File: src/logic/ifid_pkg.sv
/*
 * IF/ID stage shared definitions
 * opcode encoding, decoded control flags and datapath widths
 */
`default_nettype none

package ifid_pkg;

    ////////////////////////////////////////
    // widths
    ////////////////////////////////////////
    parameter int instr_width        = 16;  // instruction word
    parameter int data_width         = 8;   // operand and immediate
    parameter int reg_addr_width     = 3;   // eight integer registers
    parameter int branch_field_width = 10;  // jump field, instr[9:0]

    ////////////////////////////////////////
    // opcodes, instr[15:11]
    ////////////////////////////////////////
    typedef enum logic [4:0] {
        op_nop     = 5'h00,
        op_add     = 5'h01,
        op_sub     = 5'h02,
        op_and     = 5'h03,
        op_or      = 5'h04,
        op_not     = 5'h05,
        op_shl     = 5'h06,
        op_jmp     = 5'h07,
        op_rload   = 5'h08,  // load from data memory
        op_rstore  = 5'h09,  // store to data memory, source in dest field
        op_andbit  = 5'h0a,
        op_orbit   = 5'h0b,
        op_notbit  = 5'h0c,
        op_compare = 5'h0d,
        op_jmpgt   = 5'h0e,
        op_jmplt   = 5'h0f,
        op_jmpeq   = 5'h10,
        op_jmpc    = 5'h11,
        op_ldi     = 5'h12,  // load 8-bit immediate
        op_output  = 5'h1a,
        op_input   = 5'h1b
    } opcode_t;

    // decoded control word, one bit per action
    typedef struct packed {
        logic add_op, and_op, or_op, not_op;      // alu word ops
        logic and_bit, or_bit, not_bit;           // alu bitwise ops
        logic shift_left, logic_op;
        logic carry_in, op2_complement, compare;  // subtract and compare
        logic jump, jump_uncond;
        logic jump_gt, jump_lt, jump_eq, jump_carry;
        logic load, store, reg_write, ld_imm;     // memory and write-back
        logic out_op, in_op;                      // port access
    } ctrl_t;

endpackage

`default_nettype wire

File: src/logic/ifid_regs.sv
/*
 * IF/ID pipeline register
 * holds one decoded instruction plus its forwarded operands for execute
 */
`default_nettype none

module ifid_regs #(
    parameter int pc_width = 10
) (
    input  wire logic                                clk,
    input  wire logic                                rst,
    input  wire logic                                branch_taken,  // from execute
    input  wire ifid_pkg::ctrl_t                     ctrl,
    input  wire logic [ifid_pkg::reg_addr_width-1:0] op1_addr,
    input  wire logic [ifid_pkg::reg_addr_width-1:0] op2_addr,
    input  wire logic [ifid_pkg::reg_addr_width-1:0] op3_addr,
    input  wire logic [ifid_pkg::reg_addr_width-1:0] res_addr,
    input  wire logic [ifid_pkg::data_width-1:0]     imm,
    input  wire logic [pc_width-1:0]                 target,
    input  wire logic [ifid_pkg::data_width-1:0]     op1_data,
    input  wire logic [ifid_pkg::data_width-1:0]     op2_data,
    input  wire logic [ifid_pkg::data_width-1:0]     op3_data,
    output ifid_pkg::ctrl_t                          ctrl_q,
    output logic      [ifid_pkg::data_width-1:0]     imm_q,
    output logic      [pc_width-1:0]                 target_q,
    output logic      [ifid_pkg::reg_addr_width-1:0] op1_addr_q,
    output logic      [ifid_pkg::reg_addr_width-1:0] op2_addr_q,
    output logic      [ifid_pkg::reg_addr_width-1:0] op3_addr_q,
    output logic      [ifid_pkg::reg_addr_width-1:0] res_addr_q,
    output logic      [ifid_pkg::data_width-1:0]     op1_q,
    output logic      [ifid_pkg::data_width-1:0]     op2_q,
    output logic      [ifid_pkg::data_width-1:0]     op3_q,
    output logic                                     squash_q  // kill this slot in execute
);

    // captures every cycle, no stall
    always_ff @(posedge clk)
    begin
        if (rst)
        begin
            ctrl_q     <= '0;  // no flag active after reset
            imm_q      <= '0;
            target_q   <= '0;
            op1_addr_q <= '0;
            op2_addr_q <= '0;
            op3_addr_q <= '0;
            res_addr_q <= '0;
            op1_q      <= '0;
            op2_q      <= '0;
            op3_q      <= '0;
            squash_q   <= 1'b0;
        end
        else
        begin
            ctrl_q     <= ctrl;
            imm_q      <= imm;
            target_q   <= target;
            op1_addr_q <= op1_addr;
            op2_addr_q <= op2_addr;
            op3_addr_q <= op3_addr;
            res_addr_q <= res_addr;   // already zero for store
            op1_q      <= op1_data;   // forwarded operands
            op2_q      <= op2_data;
            op3_q      <= op3_data;
            squash_q   <= branch_taken;  // taken branch kills the fetched slot
        end
    end

endmodule

`default_nettype wire

File: src/logic/ifid_top.sv
/*
 * IF/ID stage top, decoder feeding the stage register
 */
`default_nettype none

module ifid_top #(
    parameter int pc_width = 10  // 1 to 10
) (
    input  wire logic                                clk,
    input  wire logic                                rst,
    input  wire logic [ifid_pkg::instr_width-1:0]    instr,         // from instruction memory
    input  wire logic                                branch_taken,
    input  wire logic [ifid_pkg::data_width-1:0]     op1_data,      // from forwarding unit
    input  wire logic [ifid_pkg::data_width-1:0]     op2_data,
    input  wire logic [ifid_pkg::data_width-1:0]     op3_data,
    // same-cycle outputs to forwarding unit
    output logic      [ifid_pkg::reg_addr_width-1:0] op1_addr,
    output logic      [ifid_pkg::reg_addr_width-1:0] op2_addr,
    output logic      [ifid_pkg::reg_addr_width-1:0] op3_addr,
    output logic                                     load_flag,
    // registered outputs to execute
    output ifid_pkg::ctrl_t                          ctrl_q,
    output logic      [ifid_pkg::data_width-1:0]     imm_q,
    output logic      [pc_width-1:0]                 target_q,
    output logic      [ifid_pkg::reg_addr_width-1:0] op1_addr_q,
    output logic      [ifid_pkg::reg_addr_width-1:0] op2_addr_q,
    output logic      [ifid_pkg::reg_addr_width-1:0] op3_addr_q,
    output logic      [ifid_pkg::reg_addr_width-1:0] res_addr_q,
    output logic      [ifid_pkg::data_width-1:0]     op1_q,
    output logic      [ifid_pkg::data_width-1:0]     op2_q,
    output logic      [ifid_pkg::data_width-1:0]     op3_q,
    output logic                                     squash_q
);

    ////////////////////////////////////////
    // decoder to register
    ////////////////////////////////////////
    ifid_pkg::ctrl_t                     ctrl;
    logic [ifid_pkg::reg_addr_width-1:0] res_addr;
    logic [ifid_pkg::data_width-1:0]     imm;
    logic [pc_width-1:0]                 target;

    instr_decoder #(.pc_width(pc_width)) u_dec (
        .instr     (instr),
        .ctrl      (ctrl),
        .op1_addr  (op1_addr),
        .op2_addr  (op2_addr),
        .op3_addr  (op3_addr),
        .res_addr  (res_addr),
        .load_flag (load_flag),
        .imm       (imm),
        .target    (target)
    );

    ifid_regs #(.pc_width(pc_width)) u_regs (
        .clk          (clk),
        .rst          (rst),
        .branch_taken (branch_taken),
        .ctrl         (ctrl),
        .op1_addr     (op1_addr),
        .op2_addr     (op2_addr),
        .op3_addr     (op3_addr),
        .res_addr     (res_addr),
        .imm          (imm),
        .target       (target),
        .op1_data     (op1_data),
        .op2_data     (op2_data),
        .op3_data     (op3_data),
        .ctrl_q       (ctrl_q),
        .imm_q        (imm_q),
        .target_q     (target_q),
        .op1_addr_q   (op1_addr_q),
        .op2_addr_q   (op2_addr_q),
        .op3_addr_q   (op3_addr_q),
        .res_addr_q   (res_addr_q),
        .op1_q        (op1_q),
        .op2_q        (op2_q),
        .op3_q        (op3_q),
        .squash_q     (squash_q)
    );

endmodule

`default_nettype wire

File: src/logic/instr_decoder.sv
/*
 * Instruction decoder for the IF/ID stage
 * turns a 16-bit instruction into control flags and operand fields
 */
`default_nettype none

module instr_decoder #(
    parameter int pc_width = 10  // low bits of the jump field used as target
) (
    input  wire logic [ifid_pkg::instr_width-1:0]    instr,
    output ifid_pkg::ctrl_t                          ctrl,
    output logic      [ifid_pkg::reg_addr_width-1:0] op1_addr,
    output logic      [ifid_pkg::reg_addr_width-1:0] op2_addr,
    output logic      [ifid_pkg::reg_addr_width-1:0] op3_addr,
    output logic      [ifid_pkg::reg_addr_width-1:0] res_addr,
    output logic                                     load_flag,
    output logic      [ifid_pkg::data_width-1:0]     imm,
    output logic      [pc_width-1:0]                 target
);

    ////////////////////////////////////////
    // field extraction
    ////////////////////////////////////////
    ifid_pkg::opcode_t                         opcode;
    logic [ifid_pkg::reg_addr_width-1:0]       dest_field;    // instr[10:8]
    logic [ifid_pkg::branch_field_width-1:0]   branch_field;  // instr[9:0]

    assign opcode       = ifid_pkg::opcode_t'(instr[15:11]);
    assign dest_field   = instr[10:8];
    assign branch_field = instr[ifid_pkg::branch_field_width-1:0];

    assign op1_addr  = instr[2:0];
    assign op2_addr  = instr[6:4];
    assign imm       = instr[ifid_pkg::data_width-1:0];  // also port number for in/out
    assign load_flag = ctrl.load;                        // forwarding unit needs it early

    // destination is a source register for store and output
    assign op3_addr = (ctrl.store || ctrl.out_op) ? dest_field : '0;
    assign res_addr = ctrl.store ? '0 : dest_field;

    // target only meaningful for jumps
    assign target = ctrl.jump ? branch_field[pc_width-1:0] : '0;

    ////////////////////////////////////////
    // opcode decode
    ////////////////////////////////////////
    always_comb
    begin
        ctrl = '0;  // nop and anything unknown
        case (opcode)
            ifid_pkg::op_add:
            begin
                ctrl.add_op    = 1'b1;
                ctrl.reg_write = 1'b1;
            end
            ifid_pkg::op_sub:
            begin
                ctrl.add_op         = 1'b1;
                ctrl.carry_in       = 1'b1;  // a + ~b + 1
                ctrl.op2_complement = 1'b1;
                ctrl.reg_write      = 1'b1;
            end
            ifid_pkg::op_and:
            begin
                ctrl.and_op    = 1'b1;
                ctrl.logic_op  = 1'b1;
                ctrl.reg_write = 1'b1;
            end
            ifid_pkg::op_or:
            begin
                ctrl.or_op     = 1'b1;
                ctrl.logic_op  = 1'b1;
                ctrl.reg_write = 1'b1;
            end
            ifid_pkg::op_not:
            begin
                ctrl.not_op    = 1'b1;
                ctrl.logic_op  = 1'b1;
                ctrl.reg_write = 1'b1;
            end
            ifid_pkg::op_shl:
            begin
                ctrl.shift_left = 1'b1;
                ctrl.reg_write  = 1'b1;
            end
            ifid_pkg::op_andbit:
            begin
                ctrl.and_bit   = 1'b1;
                ctrl.logic_op  = 1'b1;
                ctrl.reg_write = 1'b1;
            end
            ifid_pkg::op_orbit:
            begin
                ctrl.or_bit    = 1'b1;
                ctrl.logic_op  = 1'b1;
                ctrl.reg_write = 1'b1;
            end
            ifid_pkg::op_notbit:
            begin
                ctrl.not_bit   = 1'b1;
                ctrl.logic_op  = 1'b1;
                ctrl.reg_write = 1'b1;
            end
            ifid_pkg::op_compare:
            begin
                // same subtract path, flags only, no write-back
                ctrl.add_op         = 1'b1;
                ctrl.carry_in       = 1'b1;
                ctrl.op2_complement = 1'b1;
                ctrl.compare        = 1'b1;
            end
            ifid_pkg::op_jmp:
            begin
                ctrl.jump        = 1'b1;
                ctrl.jump_uncond = 1'b1;
            end
            ifid_pkg::op_jmpgt:
            begin
                ctrl.jump    = 1'b1;
                ctrl.jump_gt = 1'b1;
            end
            ifid_pkg::op_jmplt:
            begin
                ctrl.jump    = 1'b1;
                ctrl.jump_lt = 1'b1;
            end
            ifid_pkg::op_jmpeq:
            begin
                ctrl.jump    = 1'b1;
                ctrl.jump_eq = 1'b1;
            end
            ifid_pkg::op_jmpc:
            begin
                ctrl.jump       = 1'b1;
                ctrl.jump_carry = 1'b1;
            end
            ifid_pkg::op_rload:
            begin
                ctrl.load      = 1'b1;  // address from op2:op1 registers
                ctrl.reg_write = 1'b1;
            end
            ifid_pkg::op_rstore:  ctrl.store     = 1'b1;
            ifid_pkg::op_ldi:
            begin
                ctrl.ld_imm    = 1'b1;  // execute passes imm as result
                ctrl.reg_write = 1'b1;
            end
            ifid_pkg::op_output:  ctrl.out_op    = 1'b1;
            ifid_pkg::op_input:
            begin
                ctrl.in_op     = 1'b1;
                ctrl.reg_write = 1'b1;
            end
            default:              ctrl           = '0;  // nop, unused codes
        endcase
    end

endmodule

`default_nettype wire

File: config.mk
export PLATFORM = sky130hd
export DESIGN_NAME = ifid_top
export DESIGN_NICKNAME = d
export VERILOG_FILES = /design/src/logic/ifid_pkg.sv /design/src/logic/ifid_regs.sv /design/src/logic/ifid_top.sv /design/src/logic/instr_decoder.sv
export SDC_FILE = /design/constraint.sdc
export NUM_CORES = 1
export LEC_CHECK = 0
export ABC_AREA = 1
export BUFFER_PORTS_ARGS = -buffer_cell sky130_fd_sc_hd__buf_2
export CAP_MARGIN = 20
export CORE_ASPECT_RATIO = 1.1
export CORE_MARGIN = 2
export CORE_UTILIZATION = 45
export DETAILED_ROUTE_END_ITERATION = 6
export GPL_ROUTABILITY_DRIVEN = 0
export PLACE_DENSITY = 0.77
export SKIP_LAST_GASP = 1
export SYNTH_ARGS = -nofsm -noshare
export SYNTH_HDL_FRONTEND = slang
export SYNTH_HIERARCHICAL = 1
export SYNTH_SLANG_ARGS = --single-unit
File: constraint.sdc
create_clock -name clk -period 1.4 [get_ports clk]
set_input_delay 0.07 -clock clk [delete_from_list [all_inputs] [get_ports clk]]
set_output_delay 0.07 -clock clk [all_outputs]
set_load 0.02 [all_outputs]
==> results.yml, run 1 <==
layout:
  nFillCells: 505
  area_growth_pct: 39.7
  drive_above_1_share_pct: 33.2
  design_area_mm2: 0.00403
  stdcell_count: 602
  final_util_pct: 65.0
  multiInputGateArea_um2: 662
  final_nets: 559
  seq_area_mm2: 0.00158
logic_synthesis:
  mappedNetlistNets: 408
  synth_area_mm2: 0.00288
  synth_most_common_cell: "inv_1"
  synthDistinctLibCells: 16
  ys_ff_latch: 79
  synth_top_area_share_pct: 54.9
  ys_top_cells_by_area: "dfxtp_1 55%, inv_1 14%, nor2_1 13%, buf_4 4.2%, nor2_4 3.9%"
  synth_common_cells: "105 x inv_1, 99 x nor2_1, 79 x dfxtp_1"
  synth_ff_type: "dfxtp_1"
  synth-edff-count: 0
  seq_area_frac_synth_pct: 54.9
  async_reset_ff_share_pct: 0
  synth_cells: 365
  yosysWarningCount: 6
  postSynthAreaPerCell_um2: 7.90
  synth_area_leader_cell: "dfxtp_1"
sta:
  period_share_pct: 84.5
  timing.hold.ws_ps: 47.2
  finalMaxSlewViolations: 0
  fin_setup_tns_ps: 0
  fin_ws_ps: 217
  finalHoldViolCount: 0
  slew_headroom_pct: 78.7
  setup_viol: 0
  period_needed_ps: 1180
  worst_pin_slew_ps: 320
  grt_setup_unrepaired: "no"
  fmax_mhz: 845
run:
  cap_violations: 0
global_routing:
  grt_usage_pct: 18.6
  first_global_vias: 2394
  grt_start_max_net_pins: 80
  antenna_found_initial: 0
  grt_pass1_wl_um: 10000
  grt-ovfl-total: 0
critical_path:
  path_class: "in2out"
  critPathArrivalTime_ps: 1110
  cp-start-kind: "input pin"
  cp_max_fo: 5
  crit_path_end_kind: "output port"
  worstPathRequired_ps: 1330
min_path:
  hold_class: "in2reg"
place:
  portBuffers: 131
  dp_slack_ps: 195
  dp_hpwl_um: 4140
  detailed_place.area_mm2: 0.00347
  place_inst: 552
outcome:
  run_status: "completed"
floorplanning:
  die_w_um: 80.3
  die_h_um: 87.9
  core_mm2: 0.00619
  rows: 30
  initial_core_util_pct: 46.5
  fp.dieArea_mm2: 0.00706
  io_pins: 132
drt:
  ant_nets: 0
  drc: 0
  finalWirelength_um: 6350
  via_count: 2522
  drt_iter0_drc: 63
  first_pass_iters: 5
  wl_per_cell_um: 10.6
  via_per_inst: 4.19
clock_tree:
  numClockSinks: 79
  root_buffer: "clkbuf_8"
  htree_levels: 3
  cts_setup_buffers: 0
  cts_resized: 0
  hold_buffers: 33
  cts_made_buffers: 9
  cts_tree: "done"
  cts.clk_slew.worst_paths_ps: 70
  clockBufferDepth: 2
power_and_ir_drop:
  irDropWorstVdd_mv: 0.821
  cellLeakagePower_nw: 2.35
  p_per_area_mw_per_mm2: 1180
  total_power_mw: 4.77
[power by group]
group / switching, mW / internal (mW)
Sequential: 0.0201 / 2.33
Clock: 0.771 / 1.05
Combinational: 0.354 / 0.238
[worst max-delay path, cell delays in order]
cell	delay (ps)
buf_2	130
nor2_2	210
inv_2	70
nor3_2	140
nor2_1	100
nor2_1	180
buf_2	200
[layout by cell type, fill, tap and decap left out]
cell type	n
clkbuf_1	1
diode_2	1
nand2_1	18
nor2_4	10
bufinv_16	2
nor3_2	1
nand2_2	2
clkinv_1	1
nor2_2	4
clkinv_4	1
nand3_1	11
dlygate4sd3_1	33
clkinv_2	1
buf_2	131
inv_1	105
buf_4	1
nand3b_1	1
dfxtp_1	79
inv_2	7
buf_12	2
clkbuf_8	10
clkinvlp_4	1
nor2_1	99
[sequential cells by signal (all words and copies together) (netlist names)]
| signal | cells |
|---|---|
| u_regs/op2_q | 8 |
| u_regs/squash_q | 1 |
| u_regs/op1_q | 8 |
| u_regs/op3_q | 8 |
| u_regs/target_q | 10 |
| u_regs/res_addr_q | 3 |
| u_regs/ctrl_q | 24 |
| u_regs/op1_addr_q | 3 |
| u_regs/op3_addr_q | 3 |
| u_regs/imm_q | 8 |
| u_regs/op2_addr_q | 3 |
[path summary, 6_finish.rpt]
| kind | start | to | slack [ps] | cells past startpoint |
|---|---|---|---|---|
| max | instr[13] | op3_addr[1] | 220 | 7 |
| min | instr[10] | u_regs/res_addr_q[2] | 50 | 5 |
[logic make-up after synthesis]
| family | count (synthesis) | share of synthesized area, % |
|---|---|---|
| buf+inv | 140 | 22.2 |
| simple gates | 146 | 23.0 |
| flops | 79 | 54.9 |
[layout make-up]
type                    count  area share (%)
flip-flops and latches     79            39.3
repair buffers            167            25.7
multi-input cells         146            16.4
inverters                 113            10.5
clock buffers              11            3.51
well taps                  80            2.49
clock inverters             5            2.02
diodes                      1          0.0622
[layer usage]
metal  GRT usage [%]  routed length [um]  vias up
met5               0                   0        -
met4            10.0                 191        0
met3            5.77                 443       20
met2            33.9                3290      110
met1            18.8                2430     1109
li1                -                   -     1283
Power figures use the tool's default switching activity.
==> run 2: changes to the inputs <==
--- a/config.mk
+++ b/config.mk
@@ -10,10 +10,10 @@
 export CAP_MARGIN = 20
 export CORE_ASPECT_RATIO = 1.1
 export CORE_MARGIN = 2
-export CORE_UTILIZATION = 45
+export CORE_UTILIZATION = 42
 export DETAILED_ROUTE_END_ITERATION = 6
 export GPL_ROUTABILITY_DRIVEN = 0
-export PLACE_DENSITY = 0.77
+export PLACE_DENSITY = 0.76
 export SKIP_LAST_GASP = 1
 export SYNTH_ARGS = -nofsm -noshare
 export SYNTH_HDL_FRONTEND = slang
==> constraint.sdc (replaced) <==
create_clock -name clk -period 1 [get_ports clk]
set_input_delay 0.05 -clock clk [delete_from_list [all_inputs] [get_ports clk]]
set_output_delay 0.05 -clock clk [all_outputs]
set_load 0.02 [all_outputs]
==> results.yml, run 2 (synthesis gave the netlist of run 1 again) <==
clock_tree:
  cts_made_buffers: 9
  clockBufferDepth: 2
  cts.clk_slew.worst_paths_ps: 70
  cts_tree: "done"
  root_buffer: "clkbuf_8"
  htree_levels: 3
  numClockSinks: 79
layout:
  final_nets: 578
  drive_above_1_share_pct: 36.8
  largest_reg_flops: 24
  final_util_pct: 63.6
  final_common_cell: "buf_2"
  nFillCells: 578
  design_area_mm2: 0.00422
  multiInputGateArea_um2: 713
  seq_area_mm2: 0.00158
  stdcell_count: 620
  area_growth_pct: 46.3
  diodes: 0
  final_cell_mix: "126 x buf_2, 105 x inv_1, 93 x nor2_1"
  top_regs: "u_regs/ctrl_q: 24 flops, u_regs/target_q: 10 flops"
  top_register: "u_regs/ctrl_q"
sta:
  timing.hold.ws_ps: 63.6
  fin_setup_tns_ps: -20.2
  period_needed_ps: 1020
  finalHoldViolCount: 0
  setup_viol: 1
  fmax_mhz: 980
  fin_ws_ps: -20.2
  worst_pin_slew_ps: 262
  slew_headroom_pct: 82.5
  finalMaxSlewViolations: 0
  period_share_pct: 102
floorplanning:
  fp.dieArea_mm2: 0.00754
  initial_core_util_pct: 43.5
  die_w_um: 83.0
  core_mm2: 0.00663
  io_pins: 132
  rows: 31
  die_h_um: 90.9
drt:
  drc: 0
  first_pass_iters: 4
  drt_iter0_drc: 74
  via_per_inst: 4.14
  wl_per_cell_um: 10.7
  finalWirelength_um: 6650
  ant_nets: 0
  via_count: 2564
power_and_ir_drop:
  netSwitchingFraction_pct: 25.0
  p_sw_mw: 1.59
  pwr-share-comb_pct: 14.2
  p_per_area_mw_per_mm2: 1510
  irDropWorstVdd_mv: 0.849
  total_power_mw: 6.36
  cellLeakagePower_nw: 2.44
  p_int_mw: 4.77
  pwr-share-clk_pct: 34.1
  p_seq_share_pct: 51.7
place:
  place_inst: 570
  dp_hpwl_um: 4360
  portBuffers: 131
  detailed_place.area_mm2: 0.00361
  dp_slack_ps: -122
global_routing:
  grt_usage_pct: 18.2
  met1_usage_pct: 18.6
  grt_pass1_wl_um: 11100
  grt_start_max_net_pins: 41
  grt_use_met2_pct: 33.7
  antenna_found_initial: 0
  grt_busiest_layer: "met2"
  grtUsageMet3_pct: 5.30
  first_global_vias: 2513
  grt-ovfl-total: 0
critical_path:
  path_class: "in2out"
  crit_path_end_kind: "output port"
  cp_max_fo: 4
  worstPathRequired_ps: 950
  critPathArrivalTime_ps: 970
  cp-start-kind: "input pin"
run:
  cap_violations: 0
outcome:
  violations: "setup timing"
  run_status: "finished with violations"
min_path:
  hold_class: "in2reg"
## run 2: cell types whose count changed in the layout (fill, tap and decap cells not counted), moves of 2 or more
cell | previous run | this run
nand2_2 | 2 | 4
buf_6 | 0 | 5
nand2_1 | 18 | 16
nor2_4 | 10 | 15
nor2_1 | 99 | 93
buf_4 | 1 | 19
buf_2 | 131 | 126
## run 2: final cells by class
type	count	share of cell area [%]
inverter	113	10.1
tap	82	2.43
timing repair buffer	186	28.9
multi-input combinational	146	16.9
clock inverter	4	1.16
sequential	79	37.5
clock buffer	10	3.03
## run 2: path summary, 6_finish.rpt
kind | from | endpoint | slack (ps) | cells after the start
setup / recovery | instr[13] | op3_addr[2] | -20 | 7
hold / removal | instr[10] | u_regs/res_addr_q[2] | 60 | 5
## run 2: repair_timing
item / 4_1_cts / 5_1_grt
setup endpoints to repair: 3 / 4
pin swaps: 3 / 6
resized for setup: 5 / 20
buffers inserted: 2 / 1
hold buffers: 33 / 0
endpoints found under the hold margin: 39 / 0
## run 2: metal layers
layer | part of all wire, % | vias up
li1 | - | 1317
met1 | 38 | 1137
met2 | 54 | 96
met3 | 7.2 | 14
met4 | 1.2 | 0
met5 | 0 | -
## run 2: worst max-delay path, cell delays in order
cell	delay (ps)
buf_6	110
nor2_4	110
inv_2	70
nor3_4	240
nor2_4	90
nor2_2	160
buf_6	140
## run 2: power by group through the flow
stage	Sequential, mW	Combinational, mW	Clock [mW]
finish	3.29	0.903	2.17
CTS	3.29	0.876	2.25
detailed placement	3.36	0.765	0
global route	3.30	0.988	2.38
floorplan	3.52	0.351	0
global placement	3.36	0.751	0
